### src/logic/coreCfgPkg.sv
// Core microarchitecture constants
// Address width, reset vector, shift counter width and control states
package coreCfgPkg;

   localparam int addrWidth  = 24; // Internal address width
   localparam int shamtWidth = 5;  // Serial shift counter width

   localparam logic [addrWidth-1:0] resetAddr = '0; // First fetch address

   // Control states, one-hot
   typedef enum logic [3:0] {
      stFetchInstr   = 4'b0001,
      stWaitInstr    = 4'b0010,
      stExecute      = 4'b0100,
      stWaitAluOrMem = 4'b1000
   } coreStateT;

endpackage

### src/logic/rvIsaPkg.sv
// RV32I encoding definitions
// Major opcodes, ALU function codes and memory access sizes
package rvIsaPkg;

   localparam int xlen        = 32; // Data word width
   localparam int regIdxWidth = 5;  // Register index width

   // Major opcodes kept by the core, instruction bits 6:2
   typedef enum logic [4:0] {
      opLoad   = 5'b00000,
      opAluImm = 5'b00100,
      opAuipc  = 5'b00101,
      opStore  = 5'b01000,
      opAluReg = 5'b01100,
      opLui    = 5'b01101,
      opBranch = 5'b11000,
      opJalr   = 5'b11001,
      opJal    = 5'b11011
   } opcodeT;

   // ALU operation in funct3
   typedef enum logic [2:0] {
      fnAdd  = 3'b000, // ADD or SUB
      fnSll  = 3'b001,
      fnSlt  = 3'b010,
      fnSltu = 3'b011,
      fnXor  = 3'b100,
      fnSr   = 3'b101, // SRL or SRA
      fnOr   = 3'b110,
      fnAnd  = 3'b111
   } aluFunctT;

   // Load/store size, funct3 bits 1:0
   typedef enum logic [1:0] {
      sizeByte = 2'b00,
      sizeHalf = 2'b01,
      sizeWord = 2'b10
   } accessSizeT;

endpackage
### src/logic/quarkCore.sv
// Quark RV32I core top
// Control FSM, program counter, write-back selection and the memory bus
`timescale 1ns/100ps

module quarkCore (
   input  logic                      clk,
   input  logic                      mem_rstrb,
   output logic [rvIsaPkg::xlen-1:0] memAddr,
   output logic [rvIsaPkg::xlen-1:0] memWdata,
   output logic [3:0]                memWmask,
   output logic                      memRead,
   input  logic [rvIsaPkg::xlen-1:0] memRdata,
   input  logic                      memRbusy,
   input  logic                      memWbusy
);
   import rvIsaPkg::*;
   import coreCfgPkg::*;

   coreStateT              state;
   logic [addrWidth-1:0]   pc;
   logic [addrWidth-1:0]   pcPlus4;
   logic [xlen-1:0]        pcPlusImm; // Full width, AUIPC needs all 32 bits
   logic [xlen-1:0]        pcImm;

   logic [regIdxWidth-1:0] rdIdx;
   logic [2:0]             funct3;
   logic                   altFunct;
   logic                   isLoad, isStore, isAluImm, isAluReg, isJal;
   logic                   isJalr, isLui, isAuipc, isBranch;
   logic [xlen-1:0]        immI, immS, immB, immU, immJ;

   logic [xlen-1:0]        rs1Val, rs2Val;
   logic [xlen-1:0]        aluOut, aluSum;
   logic                   branchTaken, aluBusy, aluStart;
   logic [addrWidth-1:0]   lsAddr;
   logic [xlen-1:0]        storeData, loadData;
   logic [3:0]             storeMask;

   logic                   instrLoad;
   logic                   isAlu;
   logic                   needToWait;
   logic                   waitDone;
   logic                   writeEn;
   logic [xlen-1:0]        writeData;

   instrDecoder decoder (
      .clk(clk), .instrLoad(instrLoad), .memRdata(memRdata),
      .rdIdx(rdIdx), .funct3(funct3), .altFunct(altFunct),
      .isLoad(isLoad), .isStore(isStore), .isAluImm(isAluImm), .isAluReg(isAluReg),
      .isJal(isJal), .isJalr(isJalr), .isLui(isLui), .isAuipc(isAuipc),
      .isBranch(isBranch),
      .immI(immI), .immS(immS), .immB(immB), .immU(immU), .immJ(immJ)
   );

   registerFile regFile (
      .clk(clk), .instrLoad(instrLoad), .memRdata(memRdata),
      .writeEn(writeEn), .rdIdx(rdIdx), .writeData(writeData),
      .rs1Val(rs1Val), .rs2Val(rs2Val)
   );

   aluShifter alu (
      .clk(clk), .mem_rstrb(mem_rstrb), .aluStart(aluStart),
      .funct3(funct3), .altFunct(altFunct), .useRs2(isAluReg | isBranch),
      .rs1Val(rs1Val), .rs2Val(rs2Val), .immI(immI),
      .aluOut(aluOut), .aluSum(aluSum), .branchTaken(branchTaken), .aluBusy(aluBusy)
   );

   loadStoreUnit lsu (
      .isStore(isStore), .funct3(funct3), .rs1Val(rs1Val), .rs2Val(rs2Val),
      .immI(immI), .immS(immS), .memRdata(memRdata),
      .lsAddr(lsAddr), .storeData(storeData), .storeMask(storeMask), .loadData(loadData)
   );

   assign isAlu      = isAluImm | isAluReg;
   assign needToWait = isLoad | isStore
                     | (isAlu & ((aluFunctT'(funct3) == fnSll) || (aluFunctT'(funct3) == fnSr)));
   assign waitDone   = !aluBusy && !memRbusy && !memWbusy;
   assign instrLoad  = (state == stWaitInstr) && !memRbusy;
   assign aluStart   = (state == stExecute) && isAlu;

   assign pcPlus4   = pc + 3'd4;
   assign pcImm     = isJal ? immJ : isAuipc ? immU : immB; // One adder for all three
   assign pcPlusImm = {{(xlen-addrWidth){1'b0}}, pc} + pcImm;

   // Loads and shifts write on the wait exit, everything else in execute
   assign writeEn = !(isBranch | isStore)
                  & (((state == stExecute) & !needToWait)
                  | ((state == stWaitAluOrMem) & waitDone));

   always_comb begin
      if (isLui)               writeData = immU;
      else if (isAlu)          writeData = aluOut;
      else if (isAuipc)        writeData = pcPlusImm;
      else if (isJal | isJalr) writeData = {{(xlen-addrWidth){1'b0}}, pcPlus4}; // Link
      else                     writeData = loadData;
   end

   // PC during fetch, data address otherwise
   assign memAddr  = {{(xlen-addrWidth){1'b0}},
                      ((state == stFetchInstr) || (state == stWaitInstr)) ? pc : lsAddr};
   assign memWdata = storeData;
   assign memWmask = {4{(state == stExecute) & isStore}} & storeMask;
   assign memRead  = (state == stFetchInstr) || ((state == stExecute) && isLoad);

   always_ff @(posedge clk) begin
      if (mem_rstrb) begin
         state <= stWaitAluOrMem; // Wait for idle bus before first fetch
         pc    <= resetAddr;
      end else begin
         case (state)
            stFetchInstr: state <= stWaitInstr;
            stWaitInstr: begin
               if (!memRbusy) state <= stExecute;
            end
            stExecute: begin
               if (isJalr)                         pc <= {aluSum[addrWidth-1:1], 1'b0};
               else if (isJal | (isBranch & branchTaken)) pc <= pcPlusImm[addrWidth-1:0];
               else                                pc <= pcPlus4;
               state <= needToWait ? stWaitAluOrMem : stFetchInstr;
            end
            default: begin // stWaitAluOrMem
               if (waitDone) state <= stFetchInstr;
            end
         endcase
      end
   end

   assert property (@(posedge clk) disable iff (mem_rstrb) $onehot(state));

   // A read strobe and a write never share a cycle
   assert property (@(posedge clk) disable iff (mem_rstrb) !(memRead && |memWmask));

endmodule

### src/logic/loadStoreUnit.sv
// Load/store unit
// Address adder, load lane extraction with sign extension, store lanes and write mask
`timescale 1ns/100ps

module loadStoreUnit (
   input  logic                             isStore,
   input  logic [2:0]                       funct3,
   input  logic [rvIsaPkg::xlen-1:0]        rs1Val,
   input  logic [rvIsaPkg::xlen-1:0]        rs2Val,
   input  logic [rvIsaPkg::xlen-1:0]        immI,
   input  logic [rvIsaPkg::xlen-1:0]        immS,
   input  logic [rvIsaPkg::xlen-1:0]        memRdata,
   output logic [coreCfgPkg::addrWidth-1:0] lsAddr,
   output logic [rvIsaPkg::xlen-1:0]        storeData,
   output logic [3:0]                       storeMask,
   output logic [rvIsaPkg::xlen-1:0]        loadData
);
   import rvIsaPkg::*;
   import coreCfgPkg::*;

   accessSizeT           size;
   logic [addrWidth-1:0] offset;
   logic [15:0]          loadHalf;
   logic [7:0]           loadByte;
   logic                 loadSign;

   assign size   = accessSizeT'(funct3[1:0]);
   assign offset = isStore ? immS[addrWidth-1:0] : immI[addrWidth-1:0];
   assign lsAddr = rs1Val[addrWidth-1:0] + offset;

   // Load lane picked by the low address bits
   assign loadHalf = lsAddr[1] ? memRdata[31:16] : memRdata[15:0];
   assign loadByte = lsAddr[0] ? loadHalf[15:8] : loadHalf[7:0];
   assign loadSign = !funct3[2] & ((size == sizeByte) ? loadByte[7] : loadHalf[15]); // LBU/LHU

   always_comb begin
      case (size)
         sizeByte: loadData = {{24{loadSign}}, loadByte};
         sizeHalf: loadData = {{16{loadSign}}, loadHalf};
         default:  loadData = memRdata;
      endcase
   end

   // Low bytes of rs2 copied into whichever lanes the mask enables
   assign storeData[7:0]   = rs2Val[7:0];
   assign storeData[15:8]  = lsAddr[0] ? rs2Val[7:0] : rs2Val[15:8];
   assign storeData[23:16] = lsAddr[1] ? rs2Val[7:0] : rs2Val[23:16];
   assign storeData[31:24] = lsAddr[0] ? rs2Val[7:0]
                           : lsAddr[1] ? rs2Val[15:8] : rs2Val[31:24];

   always_comb begin
      case (size)
         sizeByte: storeMask = 4'b0001 << lsAddr[1:0];
         sizeHalf: storeMask = lsAddr[1] ? 4'b1100 : 4'b0011;
         default:  storeMask = 4'b1111;
      endcase
   end

endmodule

### src/logic/aluShifter.sv
// ALU with serial shifter
// Add/sub, compares, logic ops, one-bit-per-cycle shifts and the branch predicate
`timescale 1ns/100ps

module aluShifter (
   input  logic                      clk,
   input  logic                      mem_rstrb,
   input  logic                      aluStart,
   input  logic [2:0]                funct3,
   input  logic                      altFunct,
   input  logic                      useRs2,
   input  logic [rvIsaPkg::xlen-1:0] rs1Val,
   input  logic [rvIsaPkg::xlen-1:0] rs2Val,
   input  logic [rvIsaPkg::xlen-1:0] immI,
   output logic [rvIsaPkg::xlen-1:0] aluOut,
   output logic [rvIsaPkg::xlen-1:0] aluSum,
   output logic                      branchTaken,
   output logic                      aluBusy
);
   import rvIsaPkg::*;
   import coreCfgPkg::*;

   aluFunctT              fn;
   logic [xlen-1:0]       aluIn1;
   logic [xlen-1:0]       aluIn2;
   logic [xlen:0]         aluMinus; // One extra bit holds the borrow
   logic                  lt;
   logic                  ltu;
   logic                  eq;
   logic                  isShift;
   logic [xlen-1:0]       shiftReg;
   logic [shamtWidth-1:0] shamt;    // Remaining shift steps

   assign fn     = aluFunctT'(funct3);
   assign aluIn1 = rs1Val;
   assign aluIn2 = useRs2 ? rs2Val : immI; // Branches and reg ops use rs2

   assign aluSum   = aluIn1 + aluIn2; // Also the JALR target
   assign aluMinus = {1'b1, ~aluIn2} + {1'b0, aluIn1} + 1'b1;

   assign ltu = aluMinus[xlen];
   assign lt  = (aluIn1[xlen-1] ^ aluIn2[xlen-1]) ? aluIn1[xlen-1] : aluMinus[xlen];
   assign eq  = (aluMinus[xlen-1:0] == '0);

   assign isShift = (fn == fnSll) || (fn == fnSr);
   assign aluBusy = |shamt;

   always_comb begin
      case (fn)
         fnAdd:   aluOut = altFunct ? aluMinus[xlen-1:0] : aluSum;
         fnSlt:   aluOut = {{(xlen-1){1'b0}}, lt};
         fnSltu:  aluOut = {{(xlen-1){1'b0}}, ltu};
         fnXor:   aluOut = aluIn1 ^ aluIn2;
         fnOr:    aluOut = aluIn1 | aluIn2;
         fnAnd:   aluOut = aluIn1 & aluIn2;
         default: aluOut = shiftReg; // SLL, SRL, SRA
      endcase
   end

   // Branch funct3 reuses the compare results
   always_comb begin
      case (funct3)
         3'b000:  branchTaken = eq;   // BEQ
         3'b001:  branchTaken = !eq;  // BNE
         3'b100:  branchTaken = lt;   // BLT
         3'b101:  branchTaken = !lt;  // BGE
         3'b110:  branchTaken = ltu;  // BLTU
         3'b111:  branchTaken = !ltu; // BGEU
         default: branchTaken = 1'b0;
      endcase
   end

   always_ff @(posedge clk) begin
      if (mem_rstrb) begin
         shamt <= '0;
      end else if (aluStart && isShift) begin
         shamt <= aluIn2[shamtWidth-1:0];
      end else if (aluBusy) begin
         shamt <= shamt - 1'b1;
      end
   end

   always_ff @(posedge clk) begin
      if (aluStart && isShift) begin
         shiftReg <= aluIn1;
      end else if (aluBusy) begin
         shiftReg <= (fn == fnSll) ? shiftReg << 1
                   : {altFunct & shiftReg[xlen-1], shiftReg[xlen-1:1]}; // SRA fills sign
      end
   end

   // A new operation never starts while a shift is still counting
   assert property (@(posedge clk) disable iff (mem_rstrb)
      aluStart |-> !aluBusy);

endmodule

### src/logic/registerFile.sv
// 32-entry register file
// Source reads happen while the instruction word is on the bus, x0 reads as zero
`timescale 1ns/100ps

module registerFile (
   input  logic                             clk,
   input  logic                             instrLoad,
   input  logic [rvIsaPkg::xlen-1:0]        memRdata,
   input  logic                             writeEn,
   input  logic [rvIsaPkg::regIdxWidth-1:0] rdIdx,
   input  logic [rvIsaPkg::xlen-1:0]        writeData,
   output logic [rvIsaPkg::xlen-1:0]        rs1Val,
   output logic [rvIsaPkg::xlen-1:0]        rs2Val
);
   import rvIsaPkg::*;

   logic [xlen-1:0]        regs [0:2**regIdxWidth-1];
   logic [regIdxWidth-1:0] rs1Idx;
   logic [regIdxWidth-1:0] rs2Idx;

   assign rs1Idx = memRdata[19:15]; // Source fields straight off the bus
   assign rs2Idx = memRdata[24:20];

   always_ff @(posedge clk) begin
      if (writeEn && rdIdx != '0) begin // x0 is never written
         regs[rdIdx] <= writeData;
      end
      if (instrLoad) begin
         rs1Val <= (rs1Idx == '0) ? '0 : regs[rs1Idx];
         rs2Val <= (rs2Idx == '0) ? '0 : regs[rs2Idx];
      end
   end

endmodule

### src/logic/instrDecoder.sv
// Instruction decoder
// Latches the fetched instruction, classifies the opcode and builds the immediates
`timescale 1ns/100ps

module instrDecoder (
   input  logic                          clk,
   input  logic                          instrLoad,
   input  logic [rvIsaPkg::xlen-1:0]     memRdata,
   output logic [rvIsaPkg::regIdxWidth-1:0] rdIdx,
   output logic [2:0]                    funct3,
   output logic                          altFunct,
   output logic                          isLoad,
   output logic                          isStore,
   output logic                          isAluImm,
   output logic                          isAluReg,
   output logic                          isJal,
   output logic                          isJalr,
   output logic                          isLui,
   output logic                          isAuipc,
   output logic                          isBranch,
   output logic [rvIsaPkg::xlen-1:0]     immI,
   output logic [rvIsaPkg::xlen-1:0]     immS,
   output logic [rvIsaPkg::xlen-1:0]     immB,
   output logic [rvIsaPkg::xlen-1:0]     immU,
   output logic [rvIsaPkg::xlen-1:0]     immJ
);
   import rvIsaPkg::*;

   logic [31:2] instr; // Bits 1:0 are always 11 in RV32I
   opcodeT      opcode;

   always_ff @(posedge clk) begin
      if (instrLoad) begin
         instr <= memRdata[31:2];
      end
   end

   assign opcode = opcodeT'(instr[6:2]);

   assign isLoad   = (opcode == opLoad);
   assign isStore  = (opcode == opStore);
   assign isAluImm = (opcode == opAluImm);
   assign isAluReg = (opcode == opAluReg);
   assign isJal    = (opcode == opJal);
   assign isJalr   = (opcode == opJalr);
   assign isLui    = (opcode == opLui);
   assign isAuipc  = (opcode == opAuipc);
   assign isBranch = (opcode == opBranch);

   assign rdIdx  = instr[11:7];
   assign funct3 = instr[14:12];

   // Bit 30 is part of the I immediate, so it only means SUB on register ops
   // but still selects SRA for both SRAI and SRA
   assign altFunct = instr[30] & (isAluReg | (aluFunctT'(instr[14:12]) == fnSr));

   assign immI = {{21{instr[31]}}, instr[30:20]};
   assign immS = {{21{instr[31]}}, instr[30:25], instr[11:7]};
   assign immB = {{20{instr[31]}}, instr[7], instr[30:25], instr[11:8], 1'b0};
   assign immU = {instr[31:12], 12'b0};
   assign immJ = {{12{instr[31]}}, instr[19:12], instr[20], instr[30:21], 1'b0};

endmodule

### config.mk
export PLATFORM = sky130hd
export DESIGN_NAME = quarkCore
export DESIGN_NICKNAME = d
export VERILOG_FILES = /design/src/logic/coreCfgPkg.sv /design/src/logic/rvIsaPkg.sv /design/src/logic/quarkCore.sv /design/src/logic/loadStoreUnit.sv /design/src/logic/aluShifter.sv /design/src/logic/registerFile.sv /design/src/logic/instrDecoder.sv
export SDC_FILE = /design/constraint.sdc
export NUM_CORES = 2
export LEC_CHECK = 0
export ABC_CLOCK_PERIOD_IN_PS = 10500
export BUFFER_PORTS_ARGS = -buffer_cell sky130_fd_sc_hd__buf_4
export CAP_MARGIN = 10
export CORE_ASPECT_RATIO = 2
export CORE_UTILIZATION = 40
export DETAILED_ROUTE_END_ITERATION = 6
export PLACE_DENSITY_LB_ADDON = 0.12
export SLEW_MARGIN = 20
export SYNTH_ARGS = -nofsm -noshare
export SYNTH_HDL_FRONTEND = slang
export SYNTH_SLANG_ARGS = --single-unit
### constraint.sdc
create_clock -name clk -period 10.5 [get_ports clk]
set_input_delay 2.1 -clock clk [delete_from_list [all_inputs] [get_ports clk]]
set_output_delay 2.1 -clock clk [all_outputs]
set_load 0.05 [all_outputs]
==> flow_summary.ini <==
[floorplanning]
die-width_um = 288
floorplan.rows = 209
pin_count = 105
die-area_sq_um = 165000
design.core.area_sq_um = 162000
initial_utilization = 0.403
die_h_um = 573

[setup_path]
cp-end-kind = output pin
critPathMaxFanout = 18
critPathKind = flop to output pin
critPathArrivalTime_ps = 6050
crit_path_start_kind = flop
critical_path_required_ps = 8400

[synthesis]
ys.warnings.count = 0
synth_cell_type_count = 99
ys_seq_area_frac = 0.539
ys_async_sr_fraction = 0
synth_enable_flop_cells = 1150
area_fraction_of_the_dominant_cell_type_after_synthesis = 0.529
synth.ff_latch_count = 1182
synthesis.area_sq_um = 65200
post_syn_area_per_cell_sq_um = 13.9
number_of_cells_produced_by_synthesis = 4685
synth.area.top_cells = sky130_fd_sc_hd__edfxtp_1, sky130_fd_sc_hd__mux4_2, sky130_fd_sc_hd__mux2i_1
most_instantiated_flip_flop_cell_in_the_synthesis_netlist = sky130_fd_sc_hd__edfxtp_1
synth_area_leader_cell = sky130_fd_sc_hd__edfxtp_1

[placement]
place_inst = 6757
dpl.hpwl_um = 195000
dpl_worst_slack_ps = 3110
placement.io_buffers = 96
global_placer_s_final_weighted_congestion = 1.09
place_area_sq_um = 69300

[global_routing]
grt_pass1_vias = 47620
grt_pass1_wl_um = 399000
grt_start_max_net_pins = 88
antenna_violations_before_repair = 25
grt_util_all_layers = 0.358
global_route.overflow_total = 0

[clock_tree]
post_cts.resized_instances = 0
post_cts_buffers = 0
cts_tree = done
cts_buffer_count = 107
number_of_levels_the_h_tree_was_split_into = 3
clk_transition_reported_paths_ps = 70
clock-sinks = 1182
clock-root-buffer = sky130_fd_sc_hd__clkbuf_16
cts_hold_buffers = 0
cts_max_path_buffers = 3
clkLatencyLatePin_ps = 730

[final_layout]
multi_input_area_sq_um = 28900
fillers = 14503
sequential_cell_area_sq_um = 35200
final_cell_mix = sky130_fd_sc_hd__edfxtp_1, sky130_fd_sc_hd__mux4_2, sky130_fd_sc_hd__nor2_1, sky130_fd_sc_hd__a21oi_1, sky130_fd_sc_hd__buf_4
stdcell_count = 6981
post_route_cells_drive_above_1_share = 0.236
design.final.nets = 4947
layout-area-overhead-vs-synth_pct = 11.8
most_common_cell_after_layout_fill_and_taps_aside = sky130_fd_sc_hd__edfxtp_1
post-route-cell-area_sq_um = 72900

[timing]
totalNegativeSetupSlack_ps = 0
max_clock_freq_mhz = 123
skew_ps = 48.8
unrepaired_setup_endpoints_after_global_routing = no
worst_slew_pin_slew_ps = 1370
post-route-period-util = 0.776
period_minus_slack_ps = 8150
max_slew_margin = 0.0882
hold_violations = 0
timing.final.setup_violations = 0
setup_slack_ps = 2350
max_slew_violations = 0

[route]
viasPerCell = 6.70
detail_route.first_pass.iterations = 7
initial_drc_count = 4544
detailroute.via_count = 46750
post-route-drc-count = 1
postRouteAntennaNets = 0
postRouteWirelength_um = 293000
wl_per_cell_um = 41.9

[job]
max-cap-violations = 0

[status]
failed_checks = design-rule violations
run_status = complete, but fails checks

[pwr]
power-per-cell-area_nw_per_um2 = 142
design_power_total_uw = 10400
vdd_drop_max_mv = 0.145
static-leakage-power_uw = 0.0247

[hold_path]
min_path_type = flop to flop
sequential cells by signal (all words and copies together), names as in the netlist:
register,cells
alu.shamt,5
alu.shiftReg,32
state,4
regFile.rs1Val,32
pc,23
regFile.regs,1024
regFile.rs2Val,32
decoder.instr,30
final cells by class:
type,count,share of cell area
Clock buffer,128,0.0378
Multi-Input combinational cell,3048,0.396
Clock inverter,65,0.00839
Timing Repair Buffer,290,0.0317
Antenna cell,25,0.000858
Tap cell,2110,0.0362
Sequential cell,1182,0.482
Inverter,133,0.00685
critical path: stages, from the launching register on:
cell and delay [ps]:
sky130_fd_sc_hd__edfxtp_1 870, sky130_fd_sc_hd__nor2b_1 370, sky130_fd_sc_hd__nand2_1 350, sky130_fd_sc_hd__mux2_2 400, sky130_fd_sc_hd__ha_1 270, sky130_fd_sc_hd__a21o_1 180
sky130_fd_sc_hd__a21oi_1 310, sky130_fd_sc_hd__o21ai_0 140, sky130_fd_sc_hd__o211a_1 180, sky130_fd_sc_hd__a221oi_1 280, sky130_fd_sc_hd__buf_4 190, sky130_fd_sc_hd__a311oi_1 140
sky130_fd_sc_hd__o31ai_1 400, sky130_fd_sc_hd__nand2b_1 170, sky130_fd_sc_hd__a21oi_1 280, sky130_fd_sc_hd__o21ai_0 180, sky130_fd_sc_hd__xnor2_1 160, sky130_fd_sc_hd__a21oi_1 180
sky130_fd_sc_hd__buf_4 240
through the flow:
step,utilization,hold slack (ps)
after detailed placement,0.428,587
final,0.451,590
after CTS,0.449,597
after global routing,0.450,640
after floorplan,-,478
after global placement,0.428,588
kinds of logic (layout without fill, tap and decap cells):
logic type               after synthesis  in the layout  share of synthesized area
AND/OR/NAND/NOR                      884            884                     0.0613
AO/OA/AOI/OAI                       1059           1059                      0.109
XOR/XNOR                             112            112                     0.0150
flip-flops                          1182           1182                      0.539
multiplexers                         804            804                      0.216
buffers and inverters                494            616                     0.0303
adder cells (fa/ha/maj)              149            149                     0.0290
other                                  1             65                  0.0000575
synth_stat cells (15+ instances only):
cell / instances
sky130_fd_sc_hd__a211o_1: 19
sky130_fd_sc_hd__a211oi_1: 54
sky130_fd_sc_hd__a21o_1: 52
sky130_fd_sc_hd__a21oi_1: 295
sky130_fd_sc_hd__a221oi_1: 80
sky130_fd_sc_hd__a22o_1: 23
sky130_fd_sc_hd__a31oi_1: 26
sky130_fd_sc_hd__and2_1: 19
sky130_fd_sc_hd__and3_1: 20
sky130_fd_sc_hd__buf_1: 68
sky130_fd_sc_hd__buf_2: 15
sky130_fd_sc_hd__buf_4: 16
sky130_fd_sc_hd__clkbuf_1: 257
sky130_fd_sc_hd__dfxtp_1: 32
sky130_fd_sc_hd__edfxtp_1: 1150
sky130_fd_sc_hd__ha_1: 145
sky130_fd_sc_hd__inv_1: 130
sky130_fd_sc_hd__mux2_2: 97
sky130_fd_sc_hd__mux2i_1: 231
sky130_fd_sc_hd__mux4_2: 474
sky130_fd_sc_hd__nand2_1: 221
sky130_fd_sc_hd__nand2b_1: 38
sky130_fd_sc_hd__nand3_1: 43
sky130_fd_sc_hd__nor2_1: 370
sky130_fd_sc_hd__nor2b_1: 27
sky130_fd_sc_hd__nor3_1: 61
sky130_fd_sc_hd__o211ai_1: 31
sky130_fd_sc_hd__o21a_1: 16
sky130_fd_sc_hd__o21ai_0: 179
sky130_fd_sc_hd__o21bai_1: 16
sky130_fd_sc_hd__o221ai_1: 54
sky130_fd_sc_hd__o22ai_1: 75
sky130_fd_sc_hd__o31ai_1: 24
sky130_fd_sc_hd__or3_1: 17
sky130_fd_sc_hd__xnor2_1: 77
sky130_fd_sc_hd__xor2_1: 35
routing by layer:
metal / vias to the layer above / wire length [um] / track usage
met5: - / 22 / 0
met4: 4 / 32600 / 0.339
met3: 1004 / 19300 / 0.0824
met2: 2475 / 148000 / 0.605
met1: 24376 / 92700 / 0.359
li1: 18891 / - / -
path summary, 6_finish.rpt:
check | slack (ps) | to | cells past startpoint | startpoint
hold reg to reg | 590 | state[1] | 2 | state[1]
setup / recovery | 2350 | memAddr[23] | 18 | decoder.instr[5]
hold / removal | 590 | state[1] | 2 | state[1]
setup reg to reg | 2940 | pc[13] | 16 | decoder.instr[5]
where the power goes:
part | switching, uW | internal (uW) | leakage (uW)
Clock | 1870 | 2080 | 0.00164
Sequential | 103 | 5300 | 0.0107
Combinational | 634 | 388 | 0.0124
Total | 2610 | 7770 | 0.0247
Note: power is estimated with default switching activity, not from simulation.
